$ cat config.mk
export PLATFORM = sky130hd
export DESIGN_NAME = mem_arbiter
export DESIGN_NICKNAME = d
export VERILOG_FILES = /design/src/verilog/wb_types_pkg.sv /design/src/verilog/wb_ctl_pkg.sv /design/src/verilog/mem_arbiter.sv
export SDC_FILE = /design/constraint.sdc
export NUM_CORES = 1
export LEC_CHECK = 0
export BUFFER_PORTS_ARGS = -buffer_cell sky130_fd_sc_hd__buf_2
export CORE_AREA = 2 2 141 143
export CTS_BUF_LIST = sky130_fd_sc_hd__clkbuf_4 sky130_fd_sc_hd__clkbuf_8
export DETAILED_ROUTE_END_ITERATION = 10
export DIE_AREA = 0 0 143 145
export PLACE_DENSITY = 0.51
export SLEW_MARGIN = 20
export SYNTH_ARGS = -nofsm -noshare
export SYNTH_HDL_FRONTEND = slang
export SYNTH_SLANG_ARGS = --single-unit
$ cat constraint.sdc
create_clock -name clk -period 3.1 [get_ports clk]
set_clock_uncertainty 0.1 [all_clocks]
set_input_delay 0.155 -clock clk [delete_from_list [all_inputs] [get_ports clk]]
set_output_delay 0.155 -clock clk [all_outputs]
set_load 0.01 [all_outputs]
$ cat src/verilog/wb_types_pkg.sv
package wb_types_pkg;

    typedef logic [63:0] word_t;   // full result value
    typedef logic [31:0] addr_t;   // byte address or EIP
    typedef logic [2:0]  rsel_t;   // register / segment index
    typedef logic [1:0]  size_t;   // access size code, see wb_ctl_pkg

    // one result slot of a micro-op
    typedef struct packed {
        word_t data;
        addr_t dest;      // low 3 bits pick the register for reg/seg slots
        logic  is_reg;
        logic  is_seg;
        logic  is_mem;
        logic  wb;        // slot really writes back
    } wb_slot_t;

    // micro-op context shared by all slots
    typedef struct packed {
        addr_t      eip;
        addr_t      br_fip;      // taken target for near branches
        logic [3:0] size_ovr;    // one-hot store size override
        size_t      def_size;
        logic       br_taken;
        logic       br_correct;
        logic       ie;          // exception raised by the micro-op
        logic       far_jmp;
        logic       halt;
        logic [2:0] ie_type;
    } wb_uop_t;

    typedef struct packed {
        addr_t addr;
        word_t data;
        size_t size;
    } store_t;

    typedef struct packed {
        logic  we;
        addr_t addr;
        word_t data;
        size_t size;
    } mem_req_t;

endpackage
$ cat src/verilog/wb_ctl_pkg.sv
package wb_ctl_pkg;

    // bit positions inside wb_uop_t.size_ovr
    localparam int ovr_byte_bit  = 0;
    localparam int ovr_word_bit  = 1;
    localparam int ovr_dword_bit = 2;
    localparam int ovr_quad_bit  = 3;

    // external interrupt marker in final_ie_type
    localparam int ie_ext_bit = 3;

    // access size codes
    localparam wb_types_pkg::size_t size_byte  = 2'd0;
    localparam wb_types_pkg::size_t size_word  = 2'd1;
    localparam wb_types_pkg::size_t size_dword = 2'd2;
    localparam wb_types_pkg::size_t size_quad  = 2'd3;

    // who got data_mem last
    typedef enum logic {
        src_store,
        src_load
    } req_src_e;

endpackage

$ cat src/verilog/mem_arbiter.sv
`timescale 1ns/10ps

module mem_arbiter (
    input  logic                   clk,
    input  logic                   rst_n,
    input  logic                   st_req,
    input  wb_types_pkg::store_t   st_head,
    input  logic                   rd_req,
    input  wb_types_pkg::addr_t    rd_addr,
    input  wb_types_pkg::word_t    mem_rdata,
    output logic                   st_grant,
    output wb_types_pkg::mem_req_t mem_req,
    output logic                   mem_en,
    output logic                   rd_valid,
    output wb_types_pkg::word_t    rd_data
);

    wb_ctl_pkg::req_src_e last_grant;
    logic                 ld_pend;    // load read issued last cycle
    logic                 ld_ok;
    logic                 ld_grant;

    // the caller still holds rd_req while its data comes back
    assign ld_ok    = rd_req & ~ld_pend;
    assign st_grant = st_req & (~ld_ok | (last_grant == wb_ctl_pkg::src_load));
    assign ld_grant = ld_ok & ~st_grant;
    assign mem_en   = st_grant | ld_grant;

    always_comb begin
        mem_req.we = st_grant;
        if (st_grant) begin
            mem_req.addr = st_head.addr;
            mem_req.data = st_head.data;
            mem_req.size = st_head.size;
        end else begin
            mem_req.addr = rd_addr;
            mem_req.data = '0;
            mem_req.size = wb_ctl_pkg::size_quad;   // loads fetch the whole word
        end
    end

    always_ff @(posedge clk) begin
        if (!rst_n) begin
            last_grant <= wb_ctl_pkg::src_load;
            ld_pend    <= 1'b0;
        end else begin
            if (st_grant) begin
                last_grant <= wb_ctl_pkg::src_store;
            end else if (ld_grant) begin
                last_grant <= wb_ctl_pkg::src_load;
            end
            ld_pend <= ld_grant;
        end
    end

    assign rd_valid = ld_pend;
    assign rd_data  = mem_rdata;  // data_mem output is already registered

endmodule

======== After elaboration in Yosys (flattened, before gate mapping) ========
Cells that the tools add are included.
storage, ports and cells
  output and inout port bits .............. 166
  flip-flop bits (word level) ............. 2
  input bits .............................. 198
  word-level logic and storage cells ...... 14
cells by class
  multiplexer cells ....................... 3
  reductions and logical operators ........ 1
  bitwise operators ....................... 8
operators with widths
  operator            number
  $mux W98            1
  $and A1 B1 Y1       3
  $not A1 Y1          3
  $mux W1             2
  $or A1 B1 Y1        2
  $reduce_bool A2 Y1  1

======== Depth between registers and ports, before layout ========
  word-level depth ........................ 9
  mapped depth ............................ 5
  gate-level depth less buffers ........... 2

======== Worst setup path after synthesis ========
No wires, ideal clock.
  path kind ............................... reg2out
  start ................................... register ld_pend, in the netlist rd_valid
  end ..................................... output mem_req[98] (netlist bit)
  buffers on the path ..................... 2
  data arrival time ....................... 1.320 ns
  required time ........................... 2.845 ns
  stages on the path, launching flop included .. 5
  path slack .............................. 1.525 ns
  cell sequence ........................... dfxtp_1 -> or3b_4 -> clkbuf_1 -> and2_1 -> buf_4
between the ends
  longest elaborated chain between the ends .. 5
ends and longest elaborated chain
  what                    RTL line           source
  from (decl)             mem_arbiter.sv:19  logic ld_pend;
  from (signal assigned)  mem_arbiter.sv:52  ld_pend <= ld_grant;
  $not A1 Y1              mem_arbiter.sv:24  assign ld_ok = rd_req & ~ld_pend;
  $and A1 B1 Y1           mem_arbiter.sv:24
  $not A1 Y1              mem_arbiter.sv:25  assign st_grant = st_req & (~ld_ok | (last_grant == wb_ctl_pkg::src_load));
  $or A1 B1 Y1            mem_arbiter.sv:25
  $and A1 B1 Y1           mem_arbiter.sv:25
  to (decl)               mem_arbiter.sv:12  output wb_types_pkg::mem_req_t mem_req,
Every way passes these cells.

==> qor.json <==
{
  "post_synth_edffs": 0,
  "routed_wl_um": 9571,
  "floorplan.die_area_um2": 20740,
  "num_vias": 2651,
  "netlist_area_um2": 2086,
  "die-height_um": 145,
  "power.leakage_nw": 1.685,
  "first_global_vias": 2532,
  "total_switching_power_mw": 0.2395,
  "largest_net_degree_at_the_start_of_global_routing": 77,
  "avgRoutedWirePerCell_um": 13.40,
  "timing_max_transition_violations_final": 0,
  "clkTransAtPathRegs_ns": 0.03,
  "max_slew_headroom": 0.4510,
  "pwr-share-clk": 0.185,
  "insertedDiodeCount": 0,
  "detail-route-antenna-nets": 0,
  "report.final.setup_viol": 0,
  "cp_data_arrival_time_ns": 2.32,
  "synth_seq_cells": 2,
  "drc": 0,
  "powerDensity_nw_per_um2": 183.2,
  "layout_min_cycle_time_ns": 2.580,
  "irDropWorstVdd_v": 0.00009823,
  "async_sr_flop_fraction": 0,
  "worst_margin_slew_ns": 0.8227,
  "synth.yosys.seq_area_share": 0.01920,
  "fin_setup_tns_ns": 0,
  "postSynthCellCount": 304,
  "layout.cells.most_common_list": "sky130_fd_sc_hd__buf_2 (235), sky130_fd_sc_hd__and3_1 (64), sky130_fd_sc_hd__nand2b_1 (34)",
  "cap_violations": 0,
  "cts_tree": "built",
  "grt_first_pass_wirelength_um": 13690,
  "max_freq_ghz": 0.3876,
  "design.final.nets": 649,
  "pre_cts_slack_ns": 0.7031,
  "chipWidth_um": 143,
  "pwr-share-seq": 0.068,
  "insertion_delay_ns": 0.21,
  "area_growth_syn_to_layout_pct": 45.89,
  "met2_usage": 0.1366,
  "timing.critical_path.from_type": "flip-flop",
  "critical_path.max_fanout": 68,
  "grt_usage": 0.08323,
  "synthDistinctLibCells": 19,
  "cts-root-to-sink-buffers": 2,
  "hp-class": "in -> reg",
  "drive_above_1_share": 0.5479,
  "postCtsResizedCells": 0,
  "dp.final_hpwl_um": 7606,
  "most_frequent_standard_cell_in_the_layout_excluding_fill_and_tap_cells": "sky130_fd_sc_hd__buf_2",
  "syn-mean-instance-area_um2": 6.861,
  "ys_warn_count": 0,
  "comb_power_frac": 0.748,
  "critPathRequiredTime_ns": 2.84,
  "report.final.hold_viol_count": 0,
  "internal_power_mw": 0.3179,
  "clock_sink_count": 2,
  "boundary_pin_count": 364,
  "first_iter_violations": 136,
  "ctsRootBufferMaster": "sky130_fd_sc_hd__clkbuf_8",
  "switching_power_as_a_share_of_total_power": 0.4297,
  "global_routing_met1_resource_utilization": 0.09892,
  "multi_input_comb_area_um2": 1405,
  "cts_inserted_buffers": 3,
  "outcome": "complete, no violations",
  "timing.final.ws_setup_ns": 0.5202,
  "drt-vias-per-instance": 3.713,
  "grt.busiest_layer": "met2",
  "clock_tree.htree_level_count": 1,
  "globalRouteOverflowTotal": 0,
  "detailedRoute.firstPassIterationCount": 4,
  "syn-num-nets": 502,
  "fillCellCount": 2242,
  "post-route-util": 0.1584,
  "antenna_found_initial": 1,
  "floorplan.rows": 51,
  "critical_path_class": "reg -> out",
  "ff_latch_area_um2": 40.04,
  "grt_use_met3": 0.02673,
  "gpl.final_weighted_congestion": 0.7050,
  "final_min_period_over_clock_period": 0.8322,
  "effective_utilization_at_floorplan": 0.1086,
  "crit_path_end_kind": "output pin",
  "setup_repair_after_global_routing_missed_its_margin": "false",
  "post-cts-setup-buffer-count": 0,
  "port_buffers": 235,
  "synth_flop_cell": "sky130_fd_sc_hd__dfxtp_1",
  "postCtsHoldBufs": 0,
  "core_area_um2": 19210
}
cell usage after synthesis (all sizes together), types with 2 or more instances:
cell type  count  share of area
buf           72           0.26
and3          64           0.19
nand2b        34           0.10
nand2         32          0.058
o211ai        32           0.12
nand4bb       30           0.16
clkbuf        27          0.049
dfxtp          2          0.019
nand3b         2         0.0072
or4bb          2          0.011
power groups by stage:
stage	registers, mW	logic, mW	clock network (mW)
floorplan	0.0313	0.304	0
global placement	0.0377	0.419	0
detailed placement	0.0380	0.420	0
CTS	0.0378	0.422	0.104
global route	0.0390	0.457	0.111
finish	0.0377	0.417	0.103
state kept, by name, indices dropped and copies added, names as in the netlist:
signal,count
last_grant,1
rd_valid,1
cell type report:
class	count	area share
inverters	1	0.001234
repair buffers	241	0.4013
well taps	265	0.1090
clock buffers	3	0.01357
flip-flops and latches	2	0.01316
multi-input cells	202	0.4618
per-layer routing:
metal  vias to the layer above  wire length (um)
met1                      1159              3862
met3                        32              1012
met2                       157              4347
li1                       1303                 -
met4                         0               348
met5                         -                 0
worst paths after layout:
kind | start | end | slack [ns] | cells past startpoint
worst min-delay path | rst_n | last_grant | 0.03 | 2
worst max register to register | last_grant | last_grant | 1.05 | 3
worst min register to register | last_grant | last_grant | 0.72 | 2
worst max-delay path | last_grant | mem_req[59] | 0.52 | 4
through the flow:
stage	power [mW]	instance area (um^2)	hold slack, ns	cells
after floorplan	0.3356	2086	0.1268	304
after global placement	0.4568	3002	0.2101	711
after detailed placement	0.4576	3002	0.2101	711
after CTS	0.5642	3043	0.03294	714
after global routing	0.6069	3043	0.04420	714
final	0.5574	3043	0.03497	714
logic make-up after synthesis:
kind of cell    share of synthesized area
simple gates                       0.5519
buf+inv                            0.3101
flops                             0.01920
compound gates                     0.1188
critical path, stage by stage, from the launching register on:
cell and delay [ns]:
sky130_fd_sc_hd__dfxtp_1 0.76, sky130_fd_sc_hd__buf_4 0.32, sky130_fd_sc_hd__or3b_4 0.53, sky130_fd_sc_hd__and3_1 0.30, sky130_fd_sc_hd__buf_2 0.15
(Power assumes the default switching activity.)
