**config.mk**
```make
export PLATFORM = sky130hd
export DESIGN_NAME = wb_stage
export DESIGN_NICKNAME = d
export VERILOG_FILES = /design/src/verilog/wb_types_pkg.sv /design/src/verilog/wb_ctl_pkg.sv /design/src/verilog/wb_stage.sv
export SDC_FILE = /design/constraint.sdc
export NUM_CORES = 1
export LEC_CHECK = 0
export BUFFER_PORTS_ARGS = -buffer_cell sky130_fd_sc_hd__buf_2
export CAP_MARGIN = 20
export CORE_AREA = 2 2 348 350
export DETAILED_ROUTE_END_ITERATION = 8
export DIE_AREA = 0 0 350 352
export MAX_ROUTING_LAYER = met4
export PLACE_DENSITY = 0.3
export SETUP_SLACK_MARGIN = 0.5
export SLEW_MARGIN = 20
export SYNTH_ARGS = -nofsm -noshare
export SYNTH_HDL_FRONTEND = slang
export SYNTH_SLANG_ARGS = --single-unit
```
**constraint.sdc**
```tcl
create_clock -name vclk -period 2.97
set_clock_uncertainty 0.2 [all_clocks]
set_input_delay 0.891 -clock vclk [all_inputs]
set_output_delay 0.891 -clock vclk [all_outputs]
set_load 0.02 [all_outputs]
```
**src/verilog/wb_types_pkg.sv**
```systemverilog
package wb_types_pkg;

    typedef logic [63:0] word_t;   // full result value
    typedef logic [31:0] addr_t;   // byte address or EIP
    typedef logic [2:0]  rsel_t;   // register / segment index
    typedef logic [1:0]  size_t;   // access size code, see wb_ctl_pkg

    // one result slot of a micro-op
    typedef struct packed {
        word_t data;
        addr_t dest;      // low 3 bits pick the register for reg/seg slots
        logic  is_reg;
        logic  is_seg;
        logic  is_mem;
        logic  wb;        // slot really writes back
    } wb_slot_t;

    // micro-op context shared by all slots
    typedef struct packed {
        addr_t      eip;
        addr_t      br_fip;      // taken target for near branches
        logic [3:0] size_ovr;    // one-hot store size override
        size_t      def_size;
        logic       br_taken;
        logic       br_correct;
        logic       ie;          // exception raised by the micro-op
        logic       far_jmp;
        logic       halt;
        logic [2:0] ie_type;
    } wb_uop_t;

    typedef struct packed {
        addr_t addr;
        word_t data;
        size_t size;
    } store_t;

    typedef struct packed {
        logic  we;
        addr_t addr;
        word_t data;
        size_t size;
    } mem_req_t;

endpackage
```
**src/verilog/wb_ctl_pkg.sv**
```systemverilog
package wb_ctl_pkg;

    // bit positions inside wb_uop_t.size_ovr
    localparam int ovr_byte_bit  = 0;
    localparam int ovr_word_bit  = 1;
    localparam int ovr_dword_bit = 2;
    localparam int ovr_quad_bit  = 3;

    // external interrupt marker in final_ie_type
    localparam int ie_ext_bit = 3;

    // access size codes
    localparam wb_types_pkg::size_t size_byte  = 2'd0;
    localparam wb_types_pkg::size_t size_word  = 2'd1;
    localparam wb_types_pkg::size_t size_dword = 2'd2;
    localparam wb_types_pkg::size_t size_quad  = 2'd3;

    // who got data_mem last
    typedef enum logic {
        src_store,
        src_load
    } req_src_e;

endpackage

```
**src/verilog/wb_stage.sv**
```systemverilog
`timescale 1ns/10ps

module wb_stage (
    input  wb_types_pkg::wb_slot_t slots [4],
    input  wb_types_pkg::wb_uop_t  uop,
    input  logic                   valid_in,
    input  logic                   interrupt_in,
    input  logic                   wbaq_full,
    output logic                   valid_out,
    output logic [3:0]             reg_ld,
    output logic [3:0]             seg_ld,
    output wb_types_pkg::rsel_t    wr_idx [4],
    output wb_types_pkg::word_t    wr_data [4],
    output logic                   push,
    output wb_types_pkg::store_t   push_data,
    output wb_types_pkg::addr_t    new_eip,
    output logic                   is_resteer,
    output logic                   final_ie_val,
    output logic [3:0]             final_ie_type,
    output logic                   halt,
    output logic                   stall
);

    logic [3:0]          mem_wb;      // slots that want a store
    wb_types_pkg::size_t st_size;
    wb_types_pkg::addr_t br_target;

    assign stall     = valid_in & wbaq_full & (|mem_wb);
    assign valid_out = valid_in & ~stall;
    assign push      = valid_out & (|mem_wb);

    // per-slot load enables and register write data
    always_comb begin
        for (int i = 0; i < 4; i++) begin
            mem_wb[i]  = slots[i].is_mem & slots[i].wb;
            reg_ld[i]  = slots[i].is_reg & slots[i].wb & valid_out;
            seg_ld[i]  = slots[i].is_seg & slots[i].wb & valid_out;
            wr_idx[i]  = slots[i].dest[2:0];
            wr_data[i] = slots[i].data;
        end
        if (uop.far_jmp) begin
            wr_data[1] = {48'd0, slots[1].data[47:32]};  // CS selector from far pointer
        end
    end

    // store size, override first, then far jump, then default
    always_comb begin
        if (uop.size_ovr[wb_ctl_pkg::ovr_byte_bit]) begin
            st_size = wb_ctl_pkg::size_byte;
        end else if (uop.size_ovr[wb_ctl_pkg::ovr_word_bit]) begin
            st_size = wb_ctl_pkg::size_word;
        end else if (uop.size_ovr[wb_ctl_pkg::ovr_dword_bit]) begin
            st_size = wb_ctl_pkg::size_dword;
        end else if (uop.size_ovr[wb_ctl_pkg::ovr_quad_bit] || uop.far_jmp) begin
            st_size = wb_ctl_pkg::size_quad;
        end else begin
            st_size = uop.def_size;
        end
    end

    // lowest memory slot wins, so scan downward
    always_comb begin
        push_data = '0;
        for (int i = 3; i >= 0; i--) begin
            if (mem_wb[i]) begin
                push_data.addr = slots[i].dest;
                push_data.data = slots[i].data;
            end
        end
        push_data.size = st_size;
    end

    assign br_target = uop.far_jmp ? slots[1].data[31:0] : uop.br_fip;
    assign new_eip   = uop.br_taken ? br_target : uop.eip;

    assign is_resteer = valid_out & ~uop.br_correct;   // mispredict, refetch

    always_comb begin
        final_ie_val                         = uop.ie | interrupt_in;
        final_ie_type[2:0]                   = uop.ie_type;
        final_ie_type[wb_ctl_pkg::ie_ext_bit] = interrupt_in;
    end

    assign halt = uop.halt & valid_in;

endmodule

```
**Yosys cells after proc, flatten, opt, wreduce, memory -nomap -nowiden**

Index checks and enable logic that the tools add are counted.

- Register bits: 0
- Input port bits: 481

- Mux-type cells: 11
- Reductions and logical operators: 2
- Bitwise operators: 29

Operator list:

| kind | number |
|---|---|
| $mux W96 | 4 |
| $mux W32 | 2 |
| $mux W64 | 1 |
| $and A1 B1 Y1 | 26 |
| $mux W2 | 4 |
| $reduce_or A4 Y1 | 1 |
| $not A1 Y1 | 2 |
| $logic_or A1 B1 Y1 | 1 |
| $or A1 B1 Y1 | 1 |

**Longest topological paths before layout**

Gate-level depths: netlist of run 1.

- Depth after elaboration: 6
- Gate-level depth with buffers: 6

**Worst setup path after synthesis of run 1**

No wires, ideal clock.

- Path type: input port to output port
- Start point: in slots[101] in the netlist's numbering
- End point: out push_data[87] in the netlist's numbering
- Stages on the path: 6
- Setup slack: -165 ps
- Path buffers: 3
- Data required time: 1879 ps
- Arrival: 2044 ps
- Path through: buf_2 nand2_1 buf_2 buf_2 a31oi_1 o221ai_1

RTL lines:

| element | line | RTL |
|---|---|---|
| start, declared | wb_stage.sv:4 | `input wb_types_pkg::wb_slot_t slots [4],` |
| end, declared | wb_stage.sv:15 | `output wb_types_pkg::store_t push_data,` |

==> results.md, run 1 <==
* Largest family of logic cells by synthesized area: buffers and inverters
* Sequential cell count at 0
* Max FO, Critical Path at 7
* Crit Path Category: input port to output port
* # fillers at between 10000 and 15000
* Initial antenna violation count at 60
* RSZ-0062 raised after global routing: yes
* Final Critical Period at between 3 and 4 ns
* TritonRoute pass-1 iters at 5
* Sequential power share at 0%
* Share of layout cells above drive strength 1 at just over 80%
* Vias per cell at around 3.3
* Syn nets at between 1000 and 1500
* Arrival time worst endpoint at about 2.2 ns
* Pre-CTS setup slack at -0.7231 ns
* Yosys synthesis warning count at 0
* Max_slew headroom at between 70% and 80%
* Tot GR Track Use at ~15%
* Initial core utilization at 4.920%
* Compound-Gate Fraction of Synth Area at between 20% and 30%
* Worst path most repeated cell: buf_6
* Worst setup EP type: output port
* Synthesized instance count at 998
* Post-layout util at 15.63%
* Clock power frac at 0%
* Critical path's slowest cell: nand3b_4
* Final hold vios at 0
* Hold EP: final_ie_type[1]
* Tcrit/Tclk final at 111.8%
* Top-level I/O count at 897
* Peak VDD IR at 0.07404 mV
* Pwr dens at approximately 200 nW/um^2
* Setup ws final at -0.3514 ns
* Distinct cells, synth at 27
* Detailed router's first-iteration violation count at between 600 and 700
* Register area at 0 sq um
* Overall die height at between 300 and 400 um
* Mapped Area at 5872 sq um
* Grt met2 use at 23.20%
* Least-Margin Pin Slew at 0.4341 ns
* Register area share after synthesis at 0%
* Final slew viol count at 0
* Synth Area in XOR/XNOR at 0%
* GR Util met3 at under 10%
* Synthesized-area fraction occupied by adder cells at 0%
* Antenna Nets Post-Route at 0
* Multi-input gate area at ~7000 sq um
* Hold Crit Start: uop[1]
* Internal at roughly 1.6 mW
* Grt met1 use at between 10% and 20%
* Violations in the final reports: negative setup slack
* Post-synthesis mux area share at under 10%
* Worst Hold Class: input port to output port
* Dpl hpwl at approximately 82000 um
* Startpoint type of the worst setup path: input port
* Slowest stage delay, CP at roughly 0.2 ns
* Final setup fails at 108
* P_sw at roughly 2.1 mW
* # rows at about 130
* Sw Share at 56.44%
* Final net count at 2290
* DRC at 0
* Outcome: finished with violations
* Die X at between 300 and 400 um
* Gate power share at 100.0%
* Port bufs at between 800 and 900
* Top Usage Layer GRT: met2
* Max Cap Viol at 0
* Post-Synth Simple-Gate Area at roughly a quarter
* WP buf/inv at 5
* WL/cell at around 28 um
* Crit path required time at roughly 1.9 ns
* Vias in the first global route at about 11000
* DIE AREA at ~120000 sq um
* Largest net degree at the start of global routing at 46
* Syn avg cell area at between 5 and 6 sq um
* Crit path max-delay family: buffers and inverters
* Overflow after GRT at 0
* Clock buf count at 0
* Total core area at ~120000 sq um
* Synth-to-layout area growth at 217.6%
* Final WL at 95950 um
* Fmax at between 300 and 400 MHz
* RePlAce Congestion at between 0.9 and 1
* First-pass GRT wire length at approximately 120000 um
* Critical path, cell by cell: buf_6 > and2_4 > nand3b_4 > buf_12 > buf_16 > buf_6 > o221ai_4 > buf_6
* Routed vias at roughly 11000
* Static Leak at a little over 8 nW
* Cells on Worst Hold Path at 0
-- cells by family (layout without fill, tap and decap cells) --
group / Yosys count / count (layout)
AND/OR/NAND/NOR: 319 / 319
buffers and inverters: 403 / 1212
multiplexers: 32 / 32
AO/OA/AOI/OAI: 244 / 244
other: 0 / 48
-- final cells by class --
type                            count  share of cell area [%]
Antenna cell                       48                  0.6441
Multi-Input combinational cell    595                   38.03
Tap cell                         1612                   10.82
Timing Repair Buffer             1114                   48.42
Inverter                           98                   2.093
-- per-stage QoR --
stage	area [sq um]	hold slack (ns)	power [mW]	cells	setup TNS (ns)
global placement	13900	1.582	2.915	3339	-43.40
floorplan	8033	1.614	1.597	998	-1.372
finish	18650	1.582	3.775	3467	-24.81
CTS	17020	1.582	3.560	3386	-25.81
detailed placement	13900	1.582	2.905	3339	-43.21
global route	18620	1.582	3.938	3457	-28.31
-- cells in the final DEF (no fill, tap or decap), types with 12 or more instances in the layout --
| cell | instances |
|---|---|
| buf_2 | 669 |
| buf_6 | 227 |
| buf_4 | 107 |
| nand2_1 | 97 |
| inv_1 | 91 |
| and3_1 | 84 |
| o221ai_4 | 73 |
| buf_12 | 58 |
| nor2_4 | 56 |
| a31oi_4 | 54 |
| diode_2 | 48 |
| nor2_1 | 32 |
| a21oi_2 | 31 |
| a31oi_2 | 26 |
| o221ai_2 | 22 |
| buf_16 | 22 |
| buf_8 | 19 |
| o21ai_4 | 16 |
| a31oi_1 | 16 |
| nand2_4 | 12 |
| and3_4 | 12 |
-- synth_stat cells, types with 8 or more instances --
cell / count / area [sq um]
a31oi_1: 96 / 600.6
nand3_1: 8 / 40.04
and3_1: 96 / 600.6
o21ai_0: 16 / 80.08
clkbuf_1: 60 / 225.2
inv_1: 98 / 367.9
nor2_1: 91 / 341.6
buf_4: 209 / 1569
a21oi_1: 33 / 165.2
nand2_1: 113 / 424.2
buf_2: 26 / 130.1
mux2i_1: 32 / 320.3
o221ai_1: 96 / 840.8
-- layer usage --
layer  share of wire [%]  wire, um  vias to the layer above
li1                    -         -                     5028
met3                 9.0      8636                       57
met5                   0         0                        -
met1                  44     42020                     5643
met4                 2.1      2014                        0
met2                  45     43280                      626
-- repair_timing --
item                                    CTS  global route
endpoints found under the setup margin  209           209
gates cloned                             21             4
hold buffers                              0             0
pin swaps                                66            50
endpoints found under the hold margin     0             0
resized for setup                       523           301
buffers inserted                         26            29
-- power by group through the flow --
stage | clock [mW] | sequential (mW) | combinational [mW]
global route | 0.00000170 | 0 | 3.94
floorplan | 0 | 0 | 1.60
CTS | 0 | 0 | 3.56
finish | 0.00000208 | 0 | 3.78
global placement | 0 | 0 | 2.91
detailed placement | 0 | 0 | 2.91
-- worst max-delay path by stage --
stage	depth (start not counted)	slack [ns]	to	start
6_report	8	-0.35	push_data[62]	slots[301]
2_1_floorplan	5	-0.03	is_resteer	slots[201]
4_1_cts	8	-0.37	push_data[20]	slots[301]
3_3_place_gp	7	-0.74	push_data[5]	slots[300]
3_5_place_dp	7	-0.72	push_data[5]	slots[300]
5_1_grt	8	-0.37	push_data[22]	slots[301]
Power figures use the tool's default switching activity.
==> run 2, diff against run 1 <==
REMOVE_ABC_BUFFERS = 1   (was default)
SETUP_SLACK_MARGIN = default   (was 0.5)
==> results.md, run 2 (same netlist as run 1, synthesis figures left out) <==
* Critical path, cell by cell: buf_6 > and2_4 > nand3b_4 > buf_12 > buf_16 > buf_6 > o221ai_2 > buf_4 (was buf_6 > and2_4 > nand3b_4 > buf_12 > buf_16 > buf_6 > o221ai_4 > buf_6)
* Crit path required time at 1.88 ns (about the same)
* Crit Path Category: input port to output port (unchanged)
* Slowest stage delay, CP at 0.18 ns (was 0.20 ns)
* Max FO, Critical Path at 6 (was 7)
* Hold_ws at 1.582 ns (about the same)
* Hold-fix buffers, CTS at 0 (unchanged)
* Pwr dens at 216.2 nW/um^2 (was 202.4 nW/um^2)
* Port bufs at 891 (unchanged)
* WL met2 at 51210 um (was 43280 um)
* Top Metal Used: met4 (unchanged)
* DIE AREA at 123200 sq um (unchanged)
* Final Critical Period at 3.270 ns (was 3.321 ns)
* Final hold vios at 0 (unchanged)
* Pre-CTS setup slack at -0.5522 ns (was -0.7231 ns)
* Overall die height at 352 um (unchanged)
* WP buf/inv at 5 (unchanged)
* Share of layout cells above drive strength 1 at 68.29% (was 81.18%)
* Die X at 350 um (unchanged)
* Peak VDD IR at 0.05433 mV (was 0.07404 mV)
* Dpl hpwl at 98250 um (was 81900 um)
* Least-Margin Pin Slew at 0.5036 ns (was 0.4341 ns)
* DRC at 0 (unchanged)
* Non-filler cells in the finished layout at 3425 (was 3467)
* Routed vias at 11320 (was 11350)
* RePlAce Congestion at 0.9618 (was 0.9060)
* Synth-to-layout area growth at 144.8% (was 217.6%)
* Antenna Nets Post-Route at 0 (unchanged)
* Post-layout util at 12.04% (was 15.63%)
* Clock buf count at 0 (unchanged)
* Most common cell after layout, fill and taps aside: buf_2 (unchanged)
* Worst Hold Class: input port to output port (unchanged)
* WP depth at 8 (unchanged)
* Top-level I/O count at 897 (unchanged)
* Overflow after GRT at 0 (unchanged)
* Detailed router's first-iteration violation count at 790 (was 659)
* First-pass GRT wire length at 134400 um (was 118900 um)
* Cells on Worst Hold Path at 0 (unchanged)
* Hold EP: final_ie_type[0] (was final_ie_type[1])
* Tcrit/Tclk final at 110.1% (was 111.8%)
* Arrival time worst endpoint at 2.18 ns (was 2.23 ns)
* Total core area at 119300 sq um (unchanged)
* Hold Crit Start: uop[0] (was uop[1])
* Initial core utilization at 4.920% (unchanged)
* Crit path max-delay family: buffers and inverters (unchanged)
* Max Cap Viol at 0 (unchanged)
* Static Leak at 6.994 nW (was 8.068 nW)
* # rows at 127 (unchanged)
* Crit. Startpoint: slots[301] (unchanged)
* Worst path most repeated cell: buf_6 (unchanged)
* Worst setup EP type: output port (unchanged)
* Vias in the first global route at 11260 (was 11480)
* Met1 WL at 46800 um (was 42020 um)
* Max_slew headroom at 66.42% (was 71.03%)
* Register area at 0 sq um (unchanged)
* Final WL at 111800 um (was 95950 um)
* Violations in the final reports: negative setup slack (unchanged)
* DR WL met3 at 12760 um (was 8636 um)
* Startpoint type of the worst setup path: input port (unchanged)
* Final slew viol count at 0 (unchanged)
* Vias per cell at 3.306 (was 3.275)
* TritonRoute pass-1 iters at 6 (was 5)
* Largest net degree at the start of global routing at 48 (was 46)
* WL/cell at 32.63 um (was 27.68 um)
* Final Power at 3.107 mW (was 3.775 mW)
* Tot GR Track Use at 17.43% (was 14.95%)
* Final setup fails at 108 (unchanged)
* Sequential cell count at 0 (unchanged)
* Final net count at 2233 (was 2290)
* Commonest non-fill, non-tap cells in the layout: 761 x buf_2, 180 x buf_4, 110 x nand2_1 (was 669 x buf_2, 227 x buf_6, 107 x buf_4)
* Setup ws final at -0.3003 ns (was -0.3514 ns)
* Initial antenna violation count at 103 (was 60)
* RSZ-0062 raised after global routing: yes (unchanged)
* Critical path's slowest cell: buf_16 (was nand3b_4)
* Fmax at 305.8 MHz (was 301.1 MHz)
* Outcome: finished with violations (unchanged)
* Dpl cells at 3338 (was 3339)
## run 2: cell type report
cell class         instances  area, sq um
inverters                 98        367.9
well taps               1612         2017
repair buffers          1057         6970
diodes                    63        157.7
fillers                14050       105000
multi-input cells        595         4860
## run 2: worst max-delay path by stage
stage,end
after detailed placement,push_data[56]
after global routing,push_data[49]
after global placement,push_data[56]
after CTS,push_data[36]
final,push_data[49]
after floorplan,push_data[96]
## run 2: metrics by stage
stage / setup TNS, ns / area [sq um]
after floorplan: -198.36 / 3894
after global placement: -35.98 / 11810
after detailed placement: -35.69 / 11810
after CTS: -23.40 / 13740
after global routing: -26.09 / 14330
final: -21.41 / 14370
## run 2: power by group
| part | total [mW] | internal (mW) | switching [mW] |
|---|---|---|---|
| clock | 0.00000238 | 0.00000238 | 0 |
| sequential | 0 | 0 | 0 |
| combinational | 3.11 | 1.17 | 1.94 |
## run 2: what timing repair did
item	CTS	global route
pin swaps	38	22
gates resized for setup	352	69
endpoints found under the setup margin	170	113
gates cloned	7	5
setup buffers	12	2
## run 2: metal layers
layer	vias up	track usage [%]
li1	4919	-
met1	5571	21.70
met2	754	27.68
met3	80	6.612
met4	0	1.250
met5	-	-
